File: src/logic/csa_pkg.sv
`default_nettype none

package csa_pkg;

	// cipher word, count and tag widths
	localparam int WORD_W = 64;
	localparam int COUNT_W = 32;
	localparam int TAG_W = 32;

	// seed, key, intermediate word, mask and compare value
	typedef logic [WORD_W-1:0] word_t;

	// total, start and passes left
	typedef logic [COUNT_W-1:0] count_t;

	// block number of a job
	typedef logic [TAG_W-1:0] tag_t;

	// xored in by every mixing round before the rotate
	localparam word_t MIX_CONST = 64'hE613DB6DC11C4524;

endpackage

`default_nettype wire
File: src/logic/ring_if.sv
`timescale 1ns/1ps
`default_nettype none

interface ring_if;

	logic valid; // slot holds a job
	csa_pkg::tag_t tag;
	csa_pkg::word_t seed;
	csa_pkg::count_t total;
	csa_pkg::count_t start;
	csa_pkg::count_t left; // passes remaining
	csa_pkg::word_t word;

	modport src (
		output valid,
		output tag,
		output seed,
		output total,
		output start,
		output left,
		output word
	);

	modport snk (
		input valid,
		input tag,
		input seed,
		input total,
		input start,
		input left,
		input word
	);

endinterface

`default_nettype wire

File: src/logic/pass_check.sv
`timescale 1ns/1ps
`default_nettype none

module pass_check (
	input wire logic clk,
	input wire logic rst_n,

	ring_if.snk chk_in,
	input wire csa_pkg::word_t key_i,

	input wire logic mask_enable_i,
	input wire csa_pkg::word_t mask_i,
	input wire csa_pkg::word_t value_i,
	input wire logic out_full_i,

	ring_if.src loop_out,

	output logic result_valid_o,
	output csa_pkg::word_t result_o,
	output csa_pkg::tag_t result_tag_o,
	output csa_pkg::word_t result_seed_o,
	output csa_pkg::count_t result_total_o,
	output csa_pkg::count_t result_start_o
);

	logic last_pass;
	logic matched;
	logic want_emit;
	logic blocked;
	logic emit;
	logic free_slot;

	assign last_pass = (chk_in.left == 1);

	// masked compare of the intermediate word
	assign matched = mask_enable_i && ((chk_in.word & mask_i) == (value_i & mask_i));

	assign want_emit = chk_in.valid && (last_pass || matched);
	assign blocked = want_emit && out_full_i; // output side full so the pass is redone
	assign emit = want_emit && !out_full_i;
	assign free_slot = emit && last_pass;

	always_ff @(posedge clk) begin
		if (!rst_n) begin
			result_valid_o <= 1'b0;
			loop_out.valid <= 1'b0;
		end else begin
			result_valid_o <= emit;
			loop_out.valid <= chk_in.valid && !free_slot;
		end
	end

	always_ff @(posedge clk) begin
		if (emit) begin
			result_o <= chk_in.word;
			result_tag_o <= chk_in.tag;
			result_seed_o <= chk_in.seed;
			result_total_o <= chk_in.total;
			result_start_o <= chk_in.start;
		end
	end

	// slot goes back round to the entry
	always_ff @(posedge clk) begin
		loop_out.tag <= chk_in.tag;
		loop_out.seed <= chk_in.seed;
		loop_out.total <= chk_in.total;
		loop_out.start <= chk_in.start;
		if (blocked) begin
			// same pass again from the same key
			loop_out.left <= chk_in.left;
			loop_out.word <= key_i;
		end else begin
			loop_out.left <= chk_in.left - 1;
			loop_out.word <= chk_in.word; // feeds the next pass
		end
	end

endmodule

`default_nettype wire

File: src/flat_wrapper.sv
// flat-port wrapper written by rule: the top's interface ports become plain ports
module pass_check_flat 
  (clk, rst_n, key_i, mask_enable_i, mask_i, value_i, out_full_i, result_valid_o, result_o, result_tag_o, result_seed_o, result_total_o, result_start_o, chk_in_valid, chk_in_tag, chk_in_seed, chk_in_total, chk_in_start, chk_in_left, chk_in_word, loop_out_valid, loop_out_tag, loop_out_seed, loop_out_total, loop_out_start, loop_out_left, loop_out_word);
  ring_if chk_in_i ();
  ring_if loop_out_i ();
  input wire logic clk;
  input wire logic rst_n;
  input wire csa_pkg::word_t key_i;
  input wire logic mask_enable_i;
  input wire csa_pkg::word_t mask_i;
  input wire csa_pkg::word_t value_i;
  input wire logic out_full_i;
  output logic result_valid_o;
  output csa_pkg::word_t result_o;
  output csa_pkg::tag_t result_tag_o;
  output csa_pkg::word_t result_seed_o;
  output csa_pkg::count_t result_total_o;
  output csa_pkg::count_t result_start_o;
  input wire logic [$bits(chk_in_i.valid)-1:0] chk_in_valid;
  input wire logic [$bits(chk_in_i.tag)-1:0] chk_in_tag;
  input wire logic [$bits(chk_in_i.seed)-1:0] chk_in_seed;
  input wire logic [$bits(chk_in_i.total)-1:0] chk_in_total;
  input wire logic [$bits(chk_in_i.start)-1:0] chk_in_start;
  input wire logic [$bits(chk_in_i.left)-1:0] chk_in_left;
  input wire logic [$bits(chk_in_i.word)-1:0] chk_in_word;
  output wire logic [$bits(loop_out_i.valid)-1:0] loop_out_valid;
  output wire logic [$bits(loop_out_i.tag)-1:0] loop_out_tag;
  output wire logic [$bits(loop_out_i.seed)-1:0] loop_out_seed;
  output wire logic [$bits(loop_out_i.total)-1:0] loop_out_total;
  output wire logic [$bits(loop_out_i.start)-1:0] loop_out_start;
  output wire logic [$bits(loop_out_i.left)-1:0] loop_out_left;
  output wire logic [$bits(loop_out_i.word)-1:0] loop_out_word;
  assign chk_in_i.valid = chk_in_valid;
  assign chk_in_i.tag = chk_in_tag;
  assign chk_in_i.seed = chk_in_seed;
  assign chk_in_i.total = chk_in_total;
  assign chk_in_i.start = chk_in_start;
  assign chk_in_i.left = chk_in_left;
  assign chk_in_i.word = chk_in_word;
  assign loop_out_valid = loop_out_i.valid;
  assign loop_out_tag = loop_out_i.tag;
  assign loop_out_seed = loop_out_i.seed;
  assign loop_out_total = loop_out_i.total;
  assign loop_out_start = loop_out_i.start;
  assign loop_out_left = loop_out_i.left;
  assign loop_out_word = loop_out_i.word;
  pass_check u_core (.clk(clk), .rst_n(rst_n), .chk_in(chk_in_i), .key_i(key_i), .mask_enable_i(mask_enable_i), .mask_i(mask_i), .value_i(value_i), .out_full_i(out_full_i), .loop_out(loop_out_i), .result_valid_o(result_valid_o), .result_o(result_o), .result_tag_o(result_tag_o), .result_seed_o(result_seed_o), .result_total_o(result_total_o), .result_start_o(result_start_o));
endmodule
File: config.mk
export PLATFORM = sky130hd
export DESIGN_NAME = pass_check_flat
export DESIGN_NICKNAME = d
export VERILOG_FILES = /design/src/logic/csa_pkg.sv /design/src/logic/ring_if.sv /design/src/logic/pass_check.sv /design/src/flat_wrapper.sv
export SDC_FILE = /design/constraint.sdc
export NUM_CORES = 1
export LEC_CHECK = 0
export ABC_AREA = 1
export BUFFER_PORTS_ARGS = -buffer_cell sky130_fd_sc_hd__buf_4
export CELL_PAD_IN_SITES_DETAIL_PLACEMENT = 1
export CELL_PAD_IN_SITES_GLOBAL_PLACEMENT = 1
export CORE_AREA = 4 4 358 360
export CTS_BUF_LIST = sky130_fd_sc_hd__clkbuf_8
export CTS_CLUSTER_DIAMETER = 30
export CTS_CLUSTER_SIZE = 28
export DETAILED_ROUTE_END_ITERATION = 6
export DIE_AREA = 0 0 362 364
export GPL_TIMING_DRIVEN = 0
export PLACE_DENSITY_LB_ADDON = 0.1
export SYNTH_ARGS = -nofsm -noshare
export SYNTH_HDL_FRONTEND = slang
export SYNTH_SLANG_ARGS = --single-unit
File: constraint.sdc
create_clock -name clk -period 17.3 [get_ports clk]
set_input_delay 3.46 -clock clk [delete_from_list [all_inputs] [get_ports clk]]
set_output_delay 3.46 -clock clk [all_outputs]
set_load 0.05 [all_outputs]
# Word-level counts from Yosys, hierarchy flattened
# Index checks and enable logic that the tools add are counted.
# Widths: inputs -> output; s select.
[classes] reduce_logical=9 bitwise=2 n_eq_ne=2 mux=2 addsub=1
[op_table] op="$and 64x64->64" n=2
[op_table] op="$eq 64x64->1" n=1
[op_table] op="$mux 64" n=1
[op_table] op="$eq 32x1->1 const B" n=1
[op_table] op="$mux 32" n=1
[op_table] op="$sub 32x1->32 const B" n=1
[op_table] op="$logic_and 1x1->1" n=6
[op_table] op="$logic_not 1->1" n=2
[op_table] op="$logic_or 1x1->1" n=1
[totals] output_inout_bits=482 input_bits=453 register_bits=482 wordCells=29

# Depth between registers and ports, before layout
# Gate-level depths: netlist (run 1).
[logic_depth] depth_word=9 ltp_mapped=16 depth_no_buf=14

# Worst setup path before layout (run 1)
# Ideal clock, no wire load.
[synth_timing] kind="input-to-reg" start="input port chk_in_word[6]" end="register u_core.result_o[0] (enable)" stages=12 t_required_ns=16.488 arrival_ns=13.669 setup_slack_ns=2.819 path_buffers=1 setup_time_ns=0.812 cell_sequence="o21ai_0 -> nor2_1 -> nor2_1 -> nand2_1 -> nor2_1 -> nand2_1 -> nor2_1 -> nand3_1 -> nand2_2 -> buf_4 -> nand2_1 -> nor2_1"
[synth_via] elab_chain_len=6
[synth_rtl] item="from (decl)" line="flat_wrapper.sv:25" rtl="input wire logic [$bits(chk_in_i.word)-1:0] chk_in_word;"
[synth_rtl] item="$and 64x64->64" line="pass_check.sv:36" rtl="assign matched = mask_enable_i && ((chk_in.word & mask_i) == (value_i & mask_i));"
[synth_rtl] item="$eq 64x64->1" line="pass_check.sv:36"
[synth_rtl] item="$logic_and 1x1->1" line="pass_check.sv:36"
[synth_rtl] item="$logic_or 1x1->1" line="pass_check.sv:38" rtl="assign want_emit = chk_in.valid && (last_pass || matched);"
[synth_rtl] item="$logic_and 1x1->1" line="pass_check.sv:38"
[synth_rtl] item="$logic_and 1x1->1" line="pass_check.sv:40" rtl="assign emit = want_emit && !out_full_i;"
[synth_rtl] item="named net u_core.emit" line="pass_check.sv:30" rtl="logic emit;"
[synth_rtl] item="to (signal assigned)" line="pass_check.sv:55" rtl="result_o <= chk_in.word;"
[synth_rtl] item="to (decl)" line="pass_check.sv:19" rtl="output csa_pkg::word_t result_o,"
# The timed path passes the listed nets, and every way through them passes these cells.
# A chain may end at the register's enable or synchronous reset.

# Final worst setup path (run 1)
[layout_timing] start="input port chk_in_left[22]" end="register u_core.result_tag_o[16] (enable)"
[layout_via] elab_chain_len=4
[layout_rtl] item="from (decl)" line="flat_wrapper.sv:24" rtl="input wire logic [$bits(chk_in_i.left)-1:0] chk_in_left;"
[layout_rtl] item="$eq 32x1->1" line="pass_check.sv:33" rtl="assign last_pass = (chk_in.left == 1);"
[layout_rtl] item="$logic_or 1x1->1" line="pass_check.sv:38"
[layout_rtl] item="$logic_and 1x1->1" line="pass_check.sv:38"
[layout_rtl] item="$logic_and 1x1->1" line="pass_check.sv:40"
[layout_rtl] item="named net u_core.emit" line="pass_check.sv:30"
[layout_rtl] item="to (signal assigned)" line="pass_check.sv:56" rtl="result_tag_o <= chk_in.tag;"
[layout_rtl] item="to (decl)" line="pass_check.sv:20" rtl="output csa_pkg::tag_t result_tag_o,"
# The timed path passes the listed nets, and every way through them passes these cells.

==> impl_metrics.json, run 1 <==
{
  "worst_path_largest_cell_delay_ns": 0.45,
  "tightest_slew_ns": 1.17,
  "port_buffers": 933,
  "ys_warn_count": 0,
  "hpwl_um": 94400,
  "clockPowerShare_pct": 53.2,
  "antenna_found_initial": 58,
  "die_h_um": 364,
  "ctsRootBufferMaster": "clkbuf_8",
  "power.share.switching_pct": 27.4,
  "place_congestion": 0.819,
  "cts_tree": "built",
  "crit_buf_inv": 7,
  "fp.dieW_um": 362,
  "use_met2_pct": 30.0,
  "finalCritPeriodShare_pct": 36.4,
  "drc": 0,
  "postCtsHoldBufs": 0,
  "cp-start-kind": "primary input",
  "maxSlewHeadroom_pct": 21.8,
  "cts_num_sinks": 482,
  "rsz0062_at_grt": "false",
  "busiest_layer": "met2",
  "rows": 130,
  "pwr-share-comb_pct": 10.6,
  "post_cts_buffers": 0,
  "nets": 2894,
  "yosys-top-cells-count": "nand2_1, dfxtp_1, edfxtp_1",
  "crit_path_top_delay_cell": "nor2_4",
  "ys_types": 29,
  "gr-total-overflow": 0,
  "viasPerCell": 3.52,
  "grt_util_met3_pct": 8.87,
  "syn_inst": 1341,
  "crit_path_cell_trace": "buf_4, nor2_1, nand2_1, nor2_1, nand2_1, inv_1, nand3_1, nand2_2, buf_4, nand2_1, nor2_4, buf_12, buf_12, buf_12, buf_12",
  "fin_ws_ns": 11.00,
  "syn-num-nets": 1796,
  "power_density_nw_per_um2": 119,
  "power.switching_w": 0.000936,
  "route.antenna.remaining_nets": 0,
  "fin_crit_ns": 6.30,
  "avgSynthCellArea_um2": 11.8,
  "holdPathEnd": "u_core.loop_out.total[31]",
  "grt_usage_pct": 16.3,
  "clockBufferDepth": 3,
  "core_um2": 125000,
  "cts_buffers": 154,
  "ioPinCount": 935,
  "die-area_um2": 132000,
  "clk_pin_slew_ns": 0.05,
  "cpMostUsedCell": "buf_12",
  "min-delay-start": "chk_in_total[31]",
  "avgRoutedWirePerCell_um": 26.4,
  "ir_worst_vdd_uv": 67.0,
  "synth_seq_cells": 482,
  "hold_depth": 1,
  "yosys_most_used_dff": "dfxtp_1",
  "grt_pass1_vias": 15792,
  "grt_pass1_wl_um": 143000,
  "synthTopCellsByArea": "edfxtp_1, dfxtp_1, nand2_1",
  "hold_class": "primary input to flop",
  "finalMaxSlewViolations": 0,
  "status": "completed",
  "area_growth_pct": 79.8,
  "cp_data_arrival_time_ns": 6.80,
  "hold_viol": 0,
  "max_freq_mhz": 159,
  "cap_violations": 0,
  "cp.required_ns": 17.80,
  "seqPwrFrac_pct": 36.2,
  "fill_cells": 14348,
  "place_ws_ns": 10.0,
  "htreeDepth": 4,
  "cp_top_family": "simple AND/OR/NAND/NOR gates",
  "wl_um": 112000,
  "total_power_w": 0.00341,
  "critPathMaxFanout": 26,
  "cts.repair.resized": 0,
  "layout-drive-gt1-share_pct": 47.2,
  "p_leak_nw": 12.9,
  "vias": 14910,
  "synthArstFlopShare_pct": 0,
  "worst_setup_path_end_kind": "flop",
  "synth_edf_count": 224,
  "yosys.cell_count.top_type": "nand2_1",
  "critPathKind": "primary input to flop",
  "drt_iter0_markers": 645,
  "use_met1_pct": 15.2,
  "grt_max_degree": 32,
  "intPower_w": 0.00248,
  "yosysTopAreaCellShare_pct": 42.4,
  "finalSetupViolations": 0,
  "netlist_area_um2": 15900,
  "yosysSeqAreaShare_pct": 74.9,
  "start_util_pct": 12.7,
  "synth_area_leader_cell": "edfxtp_1",
  "tns_ns": 0,
  "firstDrtPassIters": 4
}
## worst max-delay path by stage
stage	from	endpoint	slack [ns]	depth (start not counted)
6_report	chk_in_left[22]	u_core.result_tag_o[16]	11.00	15
5_1_grt	chk_in_word[15]	u_core.result_tag_o[16]	10.83	18
4_1_cts	chk_in_word[15]	u_core.result_tag_o[16]	10.94	17
3_5_place_dp	chk_in_word[15]	u_core.result_start_o[15]	10.0	17
3_3_place_gp	chk_in_word[15]	u_core.result_start_o[15]	-6.62	13
2_1_floorplan	chk_in_word[6]	u_core.result_o[0]	2.82	12
## placed cells by master (no fill, tap or decap), types with 3 or more instances in the layout
cell	Yosys	final
inv_2	6	6
inv_8	0	3
edfxtp_1	224	224
clkinv_4	0	3
nor3_1	7	7
nand4_1	105	105
xnor2_1	13	13
nand3b_1	37	37
clkinvlp_4	0	13
nor2_1	155	154
xor2_1	16	16
inv_1	62	101
nor2_4	2	3
clkbuf_1	26	25
nor4_1	4	4
buf_12	0	9
bufinv_16	0	11
clkinv_2	0	19
clkbuf_8	0	180
dfxtp_1	258	258
o21ai_0	4	4
nand2_1	341	341
buf_6	4	4
inv_6	0	3
o21ai_1	7	7
buf_4	5	938
diode_2	0	21
clkinv_8	0	4
nand3_1	45	45
buf_2	6	6
clkinv_1	0	8
## cell families after synthesis
| group | after synthesis | synth area share [%] |
|---|---|---|
| compound gates | 13 | 0.465 |
| xor+xnor | 29 | 1.60 |
| fa+ha+maj | 2 | 0.158 |
| buf+inv | 110 | 2.95 |
| flops | 482 | 74.9 |
| simple gates | 705 | 19.9 |
## flip-flops by register name, summed over array words and instances (netlist names)
signal / cells
u_core.loop_out.left: 32
u_core.loop_out.seed: 64
u_core.loop_out.start: 32
u_core.loop_out.tag: 32
u_core.loop_out.total: 32
u_core.loop_out.valid: 1
u_core.loop_out.word: 64
u_core.result_o: 64
u_core.result_seed_o: 64
u_core.result_start_o: 32
u_core.result_tag_o: 32
u_core.result_total_o: 32
u_core.result_valid_o: 1
## power groups by stage
stage | Sequential [W] | Combinational (W) | Clock, W
after floorplan | 0.00137 | 0.0000491 | 0
after global placement | 0.00126 | 0.000367 | 0
after detailed placement | 0.00126 | 0.000368 | 0
after CTS | 0.00124 | 0.000369 | 0.00189
after global routing | 0.00124 | 0.000385 | 0.00195
final | 0.00124 | 0.000361 | 0.00181
## layout make-up
class	instances	area, um^2	share of cell area, %
clock inverter	105	883	3.09
tap	1650	2060	7.23
clock buffer	180	2480	8.68
multi-input combinational	749	3530	12.4
sequential	482	11900	41.6
timing repair buffer	942	7180	25.2
inverter	68	255	0.894
buffer	42	215	0.754
antenna	21	52.6	0.184
## through the flow
step | instances | hold WS (ns) | utilization [%] | area, um^2
after floorplan | 1341 | 3.49 | - | 15900
after global placement | 3924 | 3.57 | 19.9 | 25000
after detailed placement | 3933 | 3.57 | 20.1 | 25100
after CTS | 4218 | 2.58 | 22.8 | 28500
after global routing | 4226 | 2.61 | 22.8 | 28500
final | 4239 | 2.73 | 22.8 | 28600
## metal layers
| layer | part of all wire [%] | up-vias |
|---|---|---|
| li1 | - | 6845 |
| met3 | 11 | 208 |
| met5 | 0.28 | - |
| met4 | 2.7 | 50 |
| met2 | 53 | 703 |
| met1 | 33 | 7104 |
Note: power is estimated with default switching activity, not from simulation.
==> run 2, diff against run 1 <==
==> constraint.sdc (replaced) <==
create_clock -name clk -period 6.4 [get_ports clk]
set_input_delay 1.28 -clock clk [delete_from_list [all_inputs] [get_ports clk]]
set_output_delay 1.28 -clock clk [all_outputs]
set_load 0.05 [all_outputs]
==> run 2 against run 1 <==
Clock power rose to 2.8 times the previous value; combinational power grew to 2.7 times the previous value; flip-flop and latch count did not move; largest cell class unchanged.
==> impl_metrics.json, run 2 (same netlist as run 1, synthesis figures left out) <==
{
  "grt_pass1_vias": 15844,
  "cp_data_arrival_time_ns": 4.51,
  "cap_violations": 0,
  "ctsRootBufferMaster": "clkbuf_8",
  "whs_ns": 0.556,
  "fill_cells": 14403,
  "drc": 0,
  "area_growth_pct": 80.2,
  "die_h_um": 364,
  "viasPerCell": 3.51,
  "place_congestion": 0.815,
  "seq_area_um2": 11900,
  "cts_tree": "built",
  "postCtsHoldBufs": 0,
  "finalMaxSlewViolations": 0,
  "maxSlewHeadroom_pct": 14.0,
  "critPathMaxFanout": 27,
  "place_ws_ns": 1.31,
  "cts_num_sinks": 482,
  "finalSetupViolations": 0,
  "hpwl_um": 92600,
  "hold_class": "primary input to flop",
  "grt_pass1_wl_um": 141000,
  "max_freq_mhz": 249,
  "cts.repair.resized": 0,
  "post_cts_buffers": 0,
  "rsz0062_at_grt": "false",
  "finalCritPeriodShare_pct": 62.8,
  "hold_viol": 0,
  "worst_setup_path_end_kind": "flop",
  "core_um2": 125000,
  "start_util_pct": 12.7,
  "min-delay-start": "chk_in_seed[62]",
  "nets": 2895,
  "rows": 130,
  "cp.required_ns": 6.89,
  "vias": 14858,
  "holdPathEnd": "u_core.loop_out.seed[62]",
  "port_buffers": 933,
  "fin_ws_ns": 2.38,
  "total_power_w": 0.00937,
  "multi_input_area_um2": 3530,
  "cts_buffers": 155,
  "critPathKind": "primary input to flop",
  "gr-total-overflow": 0,
  "ir_worst_vdd_uv": 170,
  "final_cell_mix": "buf_4, nand2_1, dfxtp_1, edfxtp_1, clkbuf_8",
  "route.antenna.remaining_nets": 0,
  "clk_pin_slew_ns": 0.06,
  "hold_depth": 1,
  "status": "completed",
  "ioPinCount": 935,
  "htreeDepth": 4,
  "grt_usage_pct": 15.9,
  "layout-drive-gt1-share_pct": 47.3,
  "wl_um": 110000,
  "cp-start-kind": "primary input",
  "die-area_um2": 132000,
  "drt_iter0_markers": 716,
  "firstDrtPassIters": 5,
  "avgRoutedWirePerCell_um": 25.9,
  "clockBufferDepth": 3,
  "power_density_nw_per_um2": 327,
  "fp.dieW_um": 362,
  "grt_max_degree": 30,
  "tightest_slew_ns": 1.29,
  "final_common_cell": "buf_4",
  "p_leak_nw": 12.9,
  "fin_crit_ns": 4.02,
  "antenna_found_initial": 51
}
run 2: changes by cell type in the layout (fill, tap and decap cells not counted), moves of 3 or more:
cell / delta
clkinv_2: +7
bufinv_16: +5
inv_1: -5
clkbuf_8: -4
clkinv_4: -3
run 2: worst max-delay path, stage by stage:
cell,delay [ns]
buf_4,0.13
nor2_1,0.19
nand2_1,0.11
nor2_1,0.20
nand2_1,0.08
inv_1,0.08
nand3_1,0.28
nand2_2,0.30
buf_4,0.28
nand2_1,0.15
nor2_4,0.39
buf_12,0.26
buf_12,0.23
buf_12,0.24
buf_12,0.23
run 2: area by class of cell:
| type | count | area share (%) |
|---|---|---|
| Antenna cell | 20 | 0.175 |
| Buffer | 42 | 0.747 |
| Clock buffer | 176 | 8.46 |
| Clock inverter | 109 | 3.55 |
| Inverter | 68 | 0.892 |
| Multi-Input combinational cell | 749 | 12.3 |
| Sequential cell | 482 | 41.5 |
| Tap cell | 1650 | 7.21 |
| Timing Repair Buffer | 942 | 25.1 |
run 2: worst max-delay path by stage:
stage,slack (ns),cells past startpoint,end,from
after floorplan,0.42,12,u_core.result_o[0],chk_in_word[6]
after global placement,-3.60,13,u_core.result_seed_o[29],chk_in_word[15]
after detailed placement,1.31,18,u_core.result_o[10],chk_in_word[15]
after CTS,2.25,17,u_core.result_o[20],chk_in_word[15]
after global routing,2.12,18,u_core.result_o[20],chk_in_word[15]
final,2.38,15,u_core.result_o[20],chk_in_left[20]
run 2: through the flow:
step                      TNS [ns]  utilization (%)  instance area [um^2]  cells
after detailed placement         0             20.1                 25100   3933
after global routing             0             22.9                 28600   4227
after CTS                        0             22.8                 28600   4218
final                            0             22.9                 28600   4238
after floorplan                  0                -                 15900   1341
after global placement     -800.35             20.0                 25000   3924
run 2: where the power goes:
group / switching (W) / internal, W / total, W / leakage [nW]
Combinational: 0.000624 / 0.000345 / 0.000969 / 6.83
Clock: 0.00187 / 0.00318 / 0.00505 / 1.86
Sequential: 0.0000256 / 0.00332 / 0.00334 / 4.19
run 2: routing by layer:
layer	part of all wire, %	GRT usage [%]	up-vias
li1	-	-	6842
met1	32	14.3	7090
met2	54	29.9	674
met3	11	8.88	204
met4	2.5	5.44	48
met5	0.28	0	-
