[src/logic/csa_pkg.sv]
`default_nettype none

package csa_pkg;

	// cipher word, count and tag widths
	localparam int WORD_W = 64;
	localparam int COUNT_W = 32;
	localparam int TAG_W = 32;

	// seed, key, intermediate word, mask and compare value
	typedef logic [WORD_W-1:0] word_t;

	// total, start and passes left
	typedef logic [COUNT_W-1:0] count_t;

	// block number of a job
	typedef logic [TAG_W-1:0] tag_t;

	// xored in by every mixing round before the rotate
	localparam word_t MIX_CONST = 64'hE613DB6DC11C4524;

endpackage

`default_nettype wire
[src/logic/ring_if.sv]
`timescale 1ns/1ps
`default_nettype none

interface ring_if;

	logic valid; // slot holds a job
	csa_pkg::tag_t tag;
	csa_pkg::word_t seed;
	csa_pkg::count_t total;
	csa_pkg::count_t start;
	csa_pkg::count_t left; // passes remaining
	csa_pkg::word_t word;

	modport src (
		output valid,
		output tag,
		output seed,
		output total,
		output start,
		output left,
		output word
	);

	modport snk (
		input valid,
		input tag,
		input seed,
		input total,
		input start,
		input left,
		input word
	);

endinterface

`default_nettype wire

[src/logic/keystream_mixer.sv]
`timescale 1ns/1ps
`default_nettype none

module keystream_mixer #(
	parameter int CIPHER_STAGES = 4
) (
	input wire logic clk,
	input wire logic rst_n,

	ring_if.snk mix_in,
	ring_if.src mix_out,
	output csa_pkg::word_t key_o // input key of the pass for retries
);

	logic [CIPHER_STAGES-1:0] vld_q;
	csa_pkg::tag_t tag_q [CIPHER_STAGES];
	csa_pkg::word_t seed_q [CIPHER_STAGES];
	csa_pkg::count_t total_q [CIPHER_STAGES];
	csa_pkg::count_t start_q [CIPHER_STAGES];
	csa_pkg::count_t left_q [CIPHER_STAGES];
	csa_pkg::word_t word_q [CIPHER_STAGES];
	csa_pkg::word_t key_q [CIPHER_STAGES];

	// xor with the constant then rotate left a byte
	function automatic csa_pkg::word_t mix_round(input csa_pkg::word_t w);
		csa_pkg::word_t x;
		x = w ^ csa_pkg::MIX_CONST;
		return {x[csa_pkg::WORD_W-9:0], x[csa_pkg::WORD_W-1:csa_pkg::WORD_W-8]};
	endfunction

	always_ff @(posedge clk) begin
		if (!rst_n) begin
			vld_q <= '0;
		end else begin
			vld_q[0] <= mix_in.valid;
			for (int i = 1; i < CIPHER_STAGES; i++)
				vld_q[i] <= vld_q[i-1];
		end
	end

	always_ff @(posedge clk) begin
		tag_q[0] <= mix_in.tag;
		seed_q[0] <= mix_in.seed;
		total_q[0] <= mix_in.total;
		start_q[0] <= mix_in.start;
		left_q[0] <= mix_in.left;
		word_q[0] <= mix_round(mix_in.word);
		key_q[0] <= mix_in.word;
		for (int i = 1; i < CIPHER_STAGES; i++) begin
			tag_q[i] <= tag_q[i-1];
			seed_q[i] <= seed_q[i-1];
			total_q[i] <= total_q[i-1];
			start_q[i] <= start_q[i-1];
			left_q[i] <= left_q[i-1];
			word_q[i] <= mix_round(word_q[i-1]); // one round per stage
			key_q[i] <= key_q[i-1];
		end
	end

	assign mix_out.valid = vld_q[CIPHER_STAGES-1];
	assign mix_out.tag = tag_q[CIPHER_STAGES-1];
	assign mix_out.seed = seed_q[CIPHER_STAGES-1];
	assign mix_out.total = total_q[CIPHER_STAGES-1];
	assign mix_out.start = start_q[CIPHER_STAGES-1];
	assign mix_out.left = left_q[CIPHER_STAGES-1];
	assign mix_out.word = word_q[CIPHER_STAGES-1];
	assign key_o = key_q[CIPHER_STAGES-1];

endmodule

`default_nettype wire

[src/flat_wrapper.sv]
// flat-port wrapper written by rule: the top's interface ports become plain ports
module keystream_mixer_flat 
#(
	parameter int CIPHER_STAGES = 4
)
  (clk, rst_n, key_o, mix_in_valid, mix_in_tag, mix_in_seed, mix_in_total, mix_in_start, mix_in_left, mix_in_word, mix_out_valid, mix_out_tag, mix_out_seed, mix_out_total, mix_out_start, mix_out_left, mix_out_word);
  ring_if mix_in_i ();
  ring_if mix_out_i ();
  input wire logic clk;
  input wire logic rst_n;
  output csa_pkg::word_t key_o;
  input wire logic [$bits(mix_in_i.valid)-1:0] mix_in_valid;
  input wire logic [$bits(mix_in_i.tag)-1:0] mix_in_tag;
  input wire logic [$bits(mix_in_i.seed)-1:0] mix_in_seed;
  input wire logic [$bits(mix_in_i.total)-1:0] mix_in_total;
  input wire logic [$bits(mix_in_i.start)-1:0] mix_in_start;
  input wire logic [$bits(mix_in_i.left)-1:0] mix_in_left;
  input wire logic [$bits(mix_in_i.word)-1:0] mix_in_word;
  output wire logic [$bits(mix_out_i.valid)-1:0] mix_out_valid;
  output wire logic [$bits(mix_out_i.tag)-1:0] mix_out_tag;
  output wire logic [$bits(mix_out_i.seed)-1:0] mix_out_seed;
  output wire logic [$bits(mix_out_i.total)-1:0] mix_out_total;
  output wire logic [$bits(mix_out_i.start)-1:0] mix_out_start;
  output wire logic [$bits(mix_out_i.left)-1:0] mix_out_left;
  output wire logic [$bits(mix_out_i.word)-1:0] mix_out_word;
  assign mix_in_i.valid = mix_in_valid;
  assign mix_in_i.tag = mix_in_tag;
  assign mix_in_i.seed = mix_in_seed;
  assign mix_in_i.total = mix_in_total;
  assign mix_in_i.start = mix_in_start;
  assign mix_in_i.left = mix_in_left;
  assign mix_in_i.word = mix_in_word;
  assign mix_out_valid = mix_out_i.valid;
  assign mix_out_tag = mix_out_i.tag;
  assign mix_out_seed = mix_out_i.seed;
  assign mix_out_total = mix_out_i.total;
  assign mix_out_start = mix_out_i.start;
  assign mix_out_left = mix_out_i.left;
  assign mix_out_word = mix_out_i.word;
  keystream_mixer #(.CIPHER_STAGES(CIPHER_STAGES)) u_core (.clk(clk), .rst_n(rst_n), .mix_in(mix_in_i), .mix_out(mix_out_i), .key_o(key_o));
endmodule
[config.mk]
export PLATFORM = sky130hd
export DESIGN_NAME = keystream_mixer_flat
export DESIGN_NICKNAME = d
export VERILOG_FILES = /design/src/logic/csa_pkg.sv /design/src/logic/ring_if.sv /design/src/logic/keystream_mixer.sv /design/src/flat_wrapper.sv
export SDC_FILE = /design/constraint.sdc
export NUM_CORES = 1
export LEC_CHECK = 0
export BUFFER_PORTS_ARGS = -buffer_cell sky130_fd_sc_hd__buf_2
export CAP_MARGIN = 5
export CELL_PAD_IN_SITES_DETAIL_PLACEMENT = 1
export CELL_PAD_IN_SITES_GLOBAL_PLACEMENT = 1
export CORE_MARGIN = 1.5
export CORE_UTILIZATION = 42
export DETAILED_ROUTE_END_ITERATION = 8
export PLACE_DENSITY_LB_ADDON = 0.1
export SLEW_MARGIN = 5
export SYNTH_ARGS = -nofsm -noshare
export SYNTH_HDL_FRONTEND = slang
export SYNTH_SLANG_ARGS = --single-unit
[constraint.sdc]
create_clock -name clk -period 0.8 [get_ports clk]
set_input_delay 0.04 -clock clk [delete_from_list [all_inputs] [get_ports clk]]
set_output_delay 0.04 -clock clk [all_outputs]
set_load 0.005 [all_outputs]
* Word level (Yosys, flattened, before mapping)
Memory sizes are Yosys's and may differ from the RTL's.
Index checks and enable logic that the tools add are counted.
W data, S select, Z words.
** Word-level totals
- Register bits after elaboration :: 4
- Bits in writable memories :: 1280
- Output and inout bits :: 321
- Word-level logic and storage cells :: 12
- Memories :: 7
** Cells by class
- Bitwise gates (word level) :: 4
** Memory list
- u_core.key_q :: depth 4, bits a word 64, rd ports 4, clocked after memory_dff 0, wr ports 4, line keystream_mixer.sv:22 : csa_pkg::word_t key_q [CIPHER_STAGES];
- u_core.seed_q :: depth 4, bits a word 64, rd ports 4, clocked after memory_dff 0, wr ports 4, line keystream_mixer.sv:17 : csa_pkg::word_t seed_q [CIPHER_STAGES];
- u_core.word_q :: depth 4, bits a word 64, rd ports 4, clocked after memory_dff 0, wr ports 4, line keystream_mixer.sv:21 : csa_pkg::word_t word_q [CIPHER_STAGES];
- u_core.left_q :: depth 4, bits a word 32, rd ports 4, clocked after memory_dff 0, wr ports 4, line keystream_mixer.sv:20 : csa_pkg::count_t left_q [CIPHER_STAGES];
- u_core.start_q :: depth 4, bits a word 32, rd ports 4, clocked after memory_dff 0, wr ports 4, line keystream_mixer.sv:19 : csa_pkg::count_t start_q [CIPHER_STAGES];
- u_core.tag_q :: depth 4, bits a word 32, rd ports 4, clocked after memory_dff 0, wr ports 4, line keystream_mixer.sv:16 : csa_pkg::tag_t tag_q [CIPHER_STAGES];
- +1 memories
** Operators with widths (number)
- $not A30 Y30 :: 4

* Depth between registers and ports, before layout
Gate-level depths: netlist (run 1).
- Depth in word-level cells :: 1
- Depth in mapped cells :: 1
- Depth with buffers taken out :: 1

* Least setup slack after synthesis (run 1)
OpenSTA, ideal clock, no wires.
- Path type :: flip-flop to flip-flop
- Start point :: reg u_core.vld_q[0]
- End point :: reg u_core.vld_q[1]
- Library setup time :: 0.115 ns
- Data arrival time :: 0.401 ns
- Data required time :: 0.685 ns
- Slack :: 0.284 ns
- Cell stages (with the launch flop) :: 2
- Path buffers :: 0
- Clock period less this slack :: 0.516 ns
- Path through :: dfxtp_1 -> and2_1
** RTL lines
- start, declared :: line keystream_mixer.sv:15 : logic [CIPHER_STAGES-1:0] vld_q;
- start signal, assigned :: line keystream_mixer.sv:35 : vld_q[0] <= mix_in.valid;
- start signal, assigned by index :: line keystream_mixer.sv:37 : vld_q[i] <= vld_q[i-1];
No word-level cell between the ends.

==> metrics.md, run 1 <==
| Metric | Value |
|---|---|
| Final Power | `125 mW` |
| HP Start | `mix_in_word[11]` |
| Worst skew pair latency | `0.67 ns` |
| Worst Path Max Fanout | `1` |
| RR Endpoint | `u_core.word_q[1][28]` |
| Fin crit period | `1.19 ns` |
| Clock Sinks | `1222` |
| Dpl cells | `2698` |
| Post-synthesis sequential area ratio | `98.0%` |
| DP HPWL | `32.8 mm` |
| Die height | `247 um` |
| Synthesis Warnings | `0` |
| Via count | `13100` |
| CP Capture Type | `output port` |
| Final std cells w/o fill | `3313` |
| RR Startpoint | `u_core.word_q[0][20]` |
| CP arrival | `1.15 ns` |
| Gr busiest metal | `met2` |
| Hold WC Path Type | `primary input to flip-flop` |
| Rows | `89` |
| Total GRT Usage | `20.2%` |
| Violated checks | `negative setup slack` |
| Clk buf depth | `3` |
| Worst path bufs/invs | `1` |
| CTS Buf Count | `111` |
| Max H-tree Level | `3` |
| Drc violations | `0` |
| Nets | `2701` |
| Crit path max-delay cell type | `dfxtp_2` |
| Starting Density | `42.4%` |
| Clock skew | `0.0321 ns` |
| Area of the multi-input gates | `25.0 um2` |
| ANT nets after route | `0` |
| WHS Endpoint | `u_core.word_q[0][19]` |
| Initial antenna violation count | `7` |
| Synth Instances | `1349` |
| Clock-pin slew on the worst setup and hold paths | `0.07 ns` |
| DIE AREA | `60900 um2` |
| Startpoint types | `flip-flop` |
| First-pass GRT wire length | `89.8 mm` |
| Top cell type's share of synthesized area | `98.0%` |
| Hold path depth | `2` |
| Largest net degree at the start of global routing | `17` |
| RSZ-0062 raised after global routing | `true` |
| Number of global-route vias before repair | `15000` |
| Max cap viols | `0` |
| Post-Synthesis Net Count | `1608` |
| Met2 Resource Use GR | `39.4%` |
| Pins Over Slew Limit | `0` |
| Req. time, crit path | `0.76 ns` |
| Port-buffer cells | `579` |
| GRT met1 Usage | `18.8%` |
| R2R depth | `1` |
| F_max | `837 MHz` |
| Routed wire length | `67.2 mm` |
| I/O Pins | `580` |
| CTS tree | `yes` |
| Placer's final routability congestion estimate | `0.752` |
| Die width | `247 um` |
| Critical path cell sequence | `buf_6` |
| Routed len/inst | `20.3 um` |
| Worst Setup Slack, final | `-0.394 ns` |
| Sequential cell area | `24800 um2` |
| Filler cells | `5232` |
| Hold Vio Cnt, Final | `0` |
| Least-Margin Pin Slew | `0.194 ns` |
| R2r setup slk | `0.24 ns` |
| Final worst-path cycle share | `149%` |
| Max incr delay on CP | `0.36 ns` |
| CORE AREA | `58900 um2` |
| 1st-iter DRT viols | `408` |
| Via/cell ratio | `3.95` |
| Pleak | `17.3 nW` |
| Area Growth Syn to Fin | `53.4%` |
| #FFs+latches synth | `1222` |
| Proportion of layout cells with a drive suffix above 1 | `38.6%` |
| Power Density | `3270 nW/um2` |
| First-pass iteration count of the detailed router | `4` |
| Syn Std Cell Area | `25000 um2` |
| Netlist cell types | `4` |
| Critical path's top delay family | `flip-flops` |
| DP Worst Slack | `0.203 ns` |
| CTS root buf | `clkbuf_16` |
| M3 GR Usage | `6.97%` |
| Max IR drop VDD | `2.16 mV` |
| CP Launch Point | `u_core.tag_q[3][2]` |
| Global route overflow | `0` |
| Status | `finished with violations` |
| Synth area leader | `dfxtp_1` |
| WS Path Type | `flip-flop to output port` |
| Headroom to the max-slew limit | `87.1%` |
| Synth top area cells | `dfxtp_1 98%, inv_1 1.8%, and2_1 0.10%, buf_4 0.090%` |
| Setup violations, final | `321` |
| Synth Area per Inst | `18.5 um2` |
==> area by class of cell <==
class | count | share of cell area (%)
Antenna cell | 5 | 0.0327
Clock buffer | 172 | 8.75
Clock inverter | 34 | 1.42
Inverter | 120 | 1.18
Multi-Input combinational cell | 4 | 0.0654
Sequential cell | 1222 | 64.7
Tap cell | 773 | 2.53
Timing Repair Buffer | 983 | 21.4
==> how the worst max path moves through the flow <==
stage,to,slack [ns],cells past startpoint
floorplan,u_core.vld_q[1],0.28,1
global placement,mix_out_seed[4],0.21,1
detailed placement,mix_out_seed[4],0.20,1
CTS,mix_out_total[20],-0.43,1
global route,mix_out_tag[2],-0.44,1
finish,mix_out_tag[2],-0.39,1
==> sequential cells by signal, summed over array words and instances, names as in the netlist <==
register and cells:
u_core.total_q 128, u_core.word_q 255, u_core.vld_q 4, u_core.tag_q 128
u_core.seed_q 256, u_core.key_q 195, u_core.left_q 128, u_core.start_q 128
==> stage by stage <==
stage | hold WS, ns | area (um2) | utilization, % | TNS, ns
2_1_floorplan | 0.0677 | 25000 | - | 0
3_3_place_gp | 0.143 | 28800 | 48.9 | 0
5_1_grt | -0.00594 | 38300 | 65.0 | -124.33
6_report | 0.00921 | 38300 | 65.0 | -105.34
4_1_cts | 0.000870 | 37300 | 63.3 | -120.89
3_5_place_dp | 0.144 | 28800 | 48.9 | 0
==> kinds of logic after synthesis <==
logic type / Yosys count / share of synthesized area [%]
buffers and inverters: 123 / 1.89
flip-flops: 1222 / 98.0
AND/OR/NAND/NOR: 4 / 0.100
==> synth_stat cells, drive strengths merged <==
cell type	n
buf	3
dfxtp	1222
and2	4
inv	120
==> cell usage in the layout (no fill, tap or decap) <==
cell,count
buf_6,199
clkinvlp_4,4
inv_8,1
diode_2,5
clkinv_16,2
inv_1,120
clkinv_8,1
dfxtp_4,4
bufinv_16,10
clkinv_2,13
clkbuf_1,28
dfxtp_1,1001
dlygate4sd3_1,404
buf_2,380
dfxtp_2,217
and2_1,4
clkbuf_8,32
inv_16,3
clkbuf_16,112
==> routing by layer <==
metal,share of wire [%],vias to the layer above
li1,-,6246
met1,33,6310
met2,57,393
met3,6.0,141
met4,3.5,8
met5,0.067,-
==> power breakdown <==
group	switching (mW)	internal, mW	total [mW]
Combinational	1.48	2.92	4.40
Clock	23.2	32.2	55.5
Sequential	1.19	64.2	65.4
Total	25.9	99.4	125
==> repair_timing <==
action,4_1_cts,5_1_grt
hold endpoints to repair,290,3
setup endpoints to repair,321,322
hold buffers,402,3
resized for setup,179,268
buffers inserted,0,0
Power figures use the tool's default switching activity.
==> run 2: changes to the inputs <==
Settings changed: PLACE_DENSITY set to 0.74, PLACE_DENSITY_LB_ADDON 0.1 to unset.
==> run 2 against run 1 <==
The flow finishes with violations (negative hold slack, negative setup slack). Worst hold slack lost 0.018 ns. Cell count shrank 2.6%. Critical path depth is the same. Non-clock buffer count shrank 77. Clock power shrank 4.1%. Sequential share of layout area grew 1.4 points. Fmax shrank 1.6%. First-iteration DRC count grew 15%. Clock-buffer cell count shrank 7. Largest cell class unchanged.
==> metrics.md, run 2 (synthesis gave the netlist of run 1 again) <==
| Metric | Value |
|---|---|
| Crit path max-delay cell type | `dfxtp_2` |
| Die width | `247 um` |
| CTS root buf | `clkbuf_16` |
| Biggest regs | `u_core.seed_q x256, u_core.word_q x255, u_core.key_q x195` |
| R2r setup slk | `0.18 ns` |
| Global route overflow | `0` |
| F_max | `824 MHz` |
| Violated checks | `negative hold slack, negative setup slack` |
| Area Growth Syn to Fin | `50.5%` |
| DIE AREA | `60900 um2` |
| CP arrival | `1.17 ns` |
| CP Launch Point | `u_core.key_q[3][33]` |
| WS Path Type | `flip-flop to output port` |
| First-pass GRT wire length | `105 mm` |
| Port-buffer cells | `579` |
| Total GRT Usage | `24.2%` |
| Pleak | `16.9 nW` |
| Worst Setup Slack, final | `-0.414 ns` |
| Most flops, register | `u_core.seed_q` |
| Clock skew | `0.0392 ns` |
| ANT nets after route | `0` |
| Psw | `27.3 mW` |
| Status | `finished with violations` |
| Headroom to the max-slew limit | `86.9%` |
| Via/cell ratio | `4.10` |
| Hold path depth | `2` |
| Power Density | `3280 nW/um2` |
| Largest net degree at the start of global routing | `16` |
| CORE AREA | `58900 um2` |
| Setup Fix Bufs, Post-CTS | `0` |
| Max incr delay on CP | `0.38 ns` |
| CTS Buf Count | `109` |
| Critical Path Sink | `key_o[33]` |
| Worst path depth | `1` |
| Routed wire length | `80.1 mm` |
| Number of global-route vias before repair | `16000` |
| Die height | `247 um` |
| Startpoint types | `flip-flop` |
| Setup violations, final | `323` |
| I/O Pins | `580` |
| Critical path cell sequence | `buf_6` |
| R2R depth | `1` |
| Critical path's top delay family | `flip-flops` |
| RR Endpoint | `u_core.word_q[1][49]` |
| Most frequent cells in the layout | `958 x dfxtp_1, 327 x dlygate4sd3_1, 327 x buf_2` |
| Clock Sinks | `1222` |
| Sw Share | `22.1%` |
| Clock-pin slew on the worst setup and hold paths | `0.08 ns` |
| Clock share of power | `43.1%` |
| RSZ-0062 raised after global routing | `true` |
| Nets | `2622` |
| CTS tree | `yes` |
| Clk buf depth | `3` |
| Hold WC Path Type | `primary input to flip-flop` |
| Pins Over Slew Limit | `0` |
| Initial antenna violation count | `7` |
| Req. time, crit path | `0.76 ns` |
| 1st-iter DRT viols | `470` |
| Hold Vio Cnt, Final | `1` |
| Final std cells w/o fill | `3228` |
| Worst Path Max Fanout | `1` |
| Fin Setup TNS | `-104.87 ns` |
| Worst path bufs/invs | `1` |
| Pint | `96.1 mW` |
| Dpl cells | `2698` |
| First-pass iteration count of the detailed router | `4` |
| Commonest non-fill, non-tap cell in the layout | `dfxtp_1` |
| Sequential power share | `53.3%` |
| Fin crit period | `1.21 ns` |
| Rows | `89` |
| Combinational share of power | `3.5%` |
| Largest register FFs | `256` |
| Worst skew pair latency | `0.68 ns` |
| Max cap viols | `0` |
| Starting Density | `42.4%` |
| Max H-tree Level | `3` |
| Proportion of layout cells with a drive suffix above 1 | `41.4%` |
| CP Capture Type | `output port` |
| Least-Margin Pin Slew | `0.196 ns` |
| RR Startpoint | `u_core.word_q[0][41]` |
| Worst hold slack | `-0.00919 ns` |
| Max IR drop VDD | `2.86 mV` |
| Routed len/inst | `24.8 um` |
| Via count | `13200` |
| Final worst-path cycle share | `152%` |
| DP Worst Slack | `0.222 ns` |
| Placer's final routability congestion estimate | `0.794` |
| DP HPWL | `35.7 mm` |
| Drc violations | `0` |
[run 2: cell types whose count changed in the layout (fill, tap and decap cells not counted), sizes merged]
cell         previous run  this run
dlygate4sd3           404       327
clkinv                 16        27
bufinv                 10         3
clkbuf                172       165
diode                   5         2
clkinvlp                4         3
inv                   124       123
[run 2: area by class of cell]
cell class | instances | area [um2]
Inverter | 120 | 450
Tap cell | 773 | 967
Fill cell | 5194 | 21300
Clock buffer | 165 | 3230
Multi-Input combinational cell | 4 | 25.0
Clock inverter | 36 | 345
Sequential cell | 1222 | 24800
Antenna cell | 2 | 5.00
Timing Repair Buffer | 906 | 7750
[run 2: layer usage]
metal / wire [um] / share of wire [%] / GRT usage, %
met3: 3540 / 4.4 / 5.29
met1: 24300 / 30 / 20.3
met2: 47800 / 60 / 49.8
met5: 60 / 0.075 / 0
met4: 4330 / 5.4 / 14.6
[run 2: how the worst min path moves through the flow]
stage                           startpoint                    end  slack (ns)
after floorplan            mix_in_word[10]    u_core.key_q[0][10]        0.07
after global placement      mix_in_tag[26]    u_core.tag_q[0][26]        0.14
after detailed placement   mix_in_left[10]   u_core.left_q[0][10]        0.14
after CTS                  mix_in_word[31]    u_core.key_q[0][31]     0.00002
after global routing      mix_in_total[29]  u_core.total_q[0][29]       -0.02
final                     mix_in_total[29]  u_core.total_q[0][29]      -0.009
[run 2: power groups by stage]
stage | Sequential, mW | Clock, mW | Combinational [mW]
final | 65.8 | 53.2 | 4.35
after global routing | 66.0 | 56.5 | 4.54
after CTS | 65.4 | 52.3 | 3.69
after detailed placement | 66.4 | 0 | 1.96
after global placement | 66.1 | 0 | 1.87
after floorplan | 66.1 | 0 | 0.0991
[run 2: per-stage QoR]
stage	utilization, %	hold slack (ns)	instance area, um2	total power, mW
after global routing	63.8	-0.0171	37600	127
after floorplan	-	0.0677	25000	66.2
after detailed placement	48.9	0.144	28800	68.4
after CTS	62.0	0.0000208	36500	121
after global placement	48.9	0.142	28800	68.0
final	63.8	-0.00919	37600	123
[run 2: timing repair]
item                                    in CTS  in global routing
hold buffers                               327                  0
hold endpoints to repair                   290                  0
endpoints found under the setup margin     321                321
resized for setup                          251                274
==> run 3: changes to the inputs <==
Settings changed: ABC_AREA set to 1.
==> run 3 against run 2 <==
Global-route usage down 0.94 points. Cell area about the same. Sequential cell count unchanged. Sequential power about the same. Fmax up 1.1%. Largest cell class unchanged. Critical endpoint is now mix_out_start[13]. Power up 1.6%. Sequential share of layout area about the same. The run ends with negative setup slack left.
==> metrics.md, run 3 <==
| Metric | Value |
|---|---|
| Req. time, crit path | `0.76 ns` |
| Hold WC Path Type | `primary input to flip-flop` |
| Routed len/inst | `24.4 um` |
| Largest family of logic cells by synthesized area | `buffers and inverters` |
| Worst skew pair latency | `0.68 ns` |
| Final Instance Area | `37600 um2` |
| ANT nets after route | `0` |
| Least-Margin Pin Slew | `0.223 ns` |
| Synth area leader | `dfxtp_1` |
| Clock-pin slew on the worst setup and hold paths | `0.07 ns` |
| Post-place instance area | `28800 um2` |
| CTS root buf | `clkbuf_16` |
| #FFs+latches synth | `1222` |
| F_max | `833 MHz` |
| Synthesis Warnings | `0` |
| Port-buffer cells | `579` |
| Syn Std Cell Area | `25000 um2` |
| Pins Over Slew Limit | `0` |
| Setup violations, final | `324` |
| Worst path bufs/invs | `1` |
| Worst Path Max Fanout | `1` |
| Biggest regs | `u_core.seed_q x256, u_core.word_q x255, u_core.key_q x195` |
| Hold Vio Cnt, Final | `0` |
| Post-Synthesis Net Count | `1612` |
| First-pass GRT wire length | `101 mm` |
| Die width | `247 um` |
| Largest net degree at the start of global routing | `16` |
| Worst Setup Slack, final | `-0.401 ns` |
| Clock Sinks | `1222` |
| CTS tree | `yes` |
| Routed wire length | `78.8 mm` |
| Simple-Gate Fraction of Synth Area | `0.0601%` |
| Hold path depth | `2` |
| Via count | `13100` |
| Most frequent cells in the layout | `961 x dfxtp_1, 344 x buf_2, 316 x dlygate4sd3_1` |
| Startpoint types | `flip-flop` |
| Placer's final routability congestion estimate | `0.800` |
| CP arrival | `1.16 ns` |
| CORE AREA | `58900 um2` |
| DP Worst Slack | `0.184 ns` |
| Total GRT Usage | `23.2%` |
| Power Density | `3340 nW/um2` |
| Status | `finished with violations` |
| Nets | `2616` |
| Initial antenna violation count | `14` |
| Max cap viols | `0` |
| CTS Buf Count | `109` |
| RSZ-0062 raised after global routing | `true` |
| Violated checks | `negative setup slack` |
| Proportion of layout cells with a drive suffix above 1 | `41.5%` |
| I/O Pins | `580` |
| Max IR drop VDD | `2.88 mV` |
| Commonest non-fill, non-tap cell in the layout | `dfxtp_1` |
| Fin crit period | `1.20 ns` |
| CP Capture Type | `output port` |
| Final worst-path cycle share | `150%` |
| Drc violations | `0` |
| Most numerous cell in the Yosys netlist | `dfxtp_1` |
| Max H-tree Level | `3` |
| Area Growth Syn to Fin | `50.5%` |
| 1st-iter DRT viols | `474` |
| Via/cell ratio | `4.06` |
| Starting Density | `42.4%` |
| Pleak | `17.0 nW` |
| Global route overflow | `0` |
| Crit path max-delay cell type | `dfxtp_2` |
| Mux cell area share after synthesis | `0%` |
| Most flops, register | `u_core.seed_q` |
| Adder-cell share of the synthesized area | `0%` |
| Netlist cell types | `4` |
| Critical path cell sequence | `buf_6` |
| Synth Instances | `1353` |
| Critical path's top delay family | `flip-flops` |
| Clock skew | `0.0486 ns` |
| Final std cells w/o fill | `3223` |
| DP HPWL | `36.4 mm` |
| Die height | `247 um` |
| Top cell type's share of synthesized area | `98.0%` |
| DIE AREA | `60900 um2` |
| R2r setup slk | `0.18 ns` |
| Compound-Gate Fraction of Synth Area | `0%` |
| Synth Area per Inst | `18.5 um2` |
| WS Path Type | `flip-flop to output port` |
| Max incr delay on CP | `0.37 ns` |
| Post-Synth XOR/XNOR Area | `0%` |
| R2R depth | `1` |
| Post-synthesis sequential area ratio | `98.0%` |
| Dpl cells | `2702` |
| Commonest cells post-synth | `1222 x dfxtp_1, 124 x inv_1, 4 x nand2_1, 3 x buf_4` |
| Synth top area cells | `dfxtp_1 98%, inv_1 1.9%, buf_4 0.090%, nand2_1 0.060%` |
| Rows | `89` |
| Setup Fix Bufs, Post-CTS | `0` |
| Fraction of registers with async set/reset | `0%` |
| Post-synth EDFFs | `0` |
| Number of global-route vias before repair | `15500` |
| Clk buf depth | `3` |
| Headroom to the max-slew limit | `85.1%` |
| Top FF cell, synth | `dfxtp_1` |
| First-pass iteration count of the detailed router | `6` |
| Final Power | `125 mW` |
| Largest register FFs | `256` |
| Worst path depth | `1` |
==> run 3: cell types whose count changed after synthesis, sizes merged <==
cell   before  now
nand2       0    4
inv       120  124
and2        4    0
==> run 3: what timing repair did <==
| item | in CTS | in global routing |
|---|---|---|
| hold buffers | 317 | 1 |
| setup endpoints to repair | 321 | 322 |
| hold endpoints to repair | 290 | 3 |
| gates resized for setup | 243 | 261 |
==> run 3: per-stage QoR <==
stage	hold WS, ns	TNS [ns]	util, %
after detailed placement	0.144	0	48.9
after global routing	0.00628	-118.97	63.8
final	0.0118	-104.98	63.8
after CTS	0.0000625	-116.94	62.0
after floorplan	0.0677	0	-
after global placement	0.142	0	48.9
==> run 3: report_power, final <==
group / total [mW] / internal (mW) / switching [mW]
Combinational: 4.23 / 2.74 / 1.49
Sequential: 65.8 / 64.3 / 1.54
Clock: 55.4 / 31.3 / 24.0
Total: 125 / 98.3 / 27.0
==> run 3: final timing paths <==
check                        start                    end
max          u_core.start_q[3][13]      mix_out_start[13]
min               mix_in_start[14]  u_core.start_q[0][14]
max reg2reg   u_core.word_q[0][34]   u_core.word_q[1][42]
min reg2reg    u_core.word_q[0][7]   u_core.word_q[1][15]
==> run 3: layer usage <==
layer  up-vias  global-route usage, %  wire (um)
met2       427                   47.7      46500
li1       6059                      -          -
met5         -                      0        106
met3       207                   5.18       3540
met1      6384                   20.7      24900
met4        16                   11.4       3680
==> run 3: cell families after synthesis <==
kind of cell | count (synthesis)
and+or+nand+nor | 4
DFF | 1222
buffers and inverters | 127
==> run 3: area by class of cell <==
cell class	instances	area [um2]
antenna	5	12.5
clock buffer	160	3220
clock inverter	39	543
fill	5153	21300
inverter	124	465
multi-input combinational	4	15.0
sequential	1222	24800
tap	773	967
timing repair buffer	896	7540
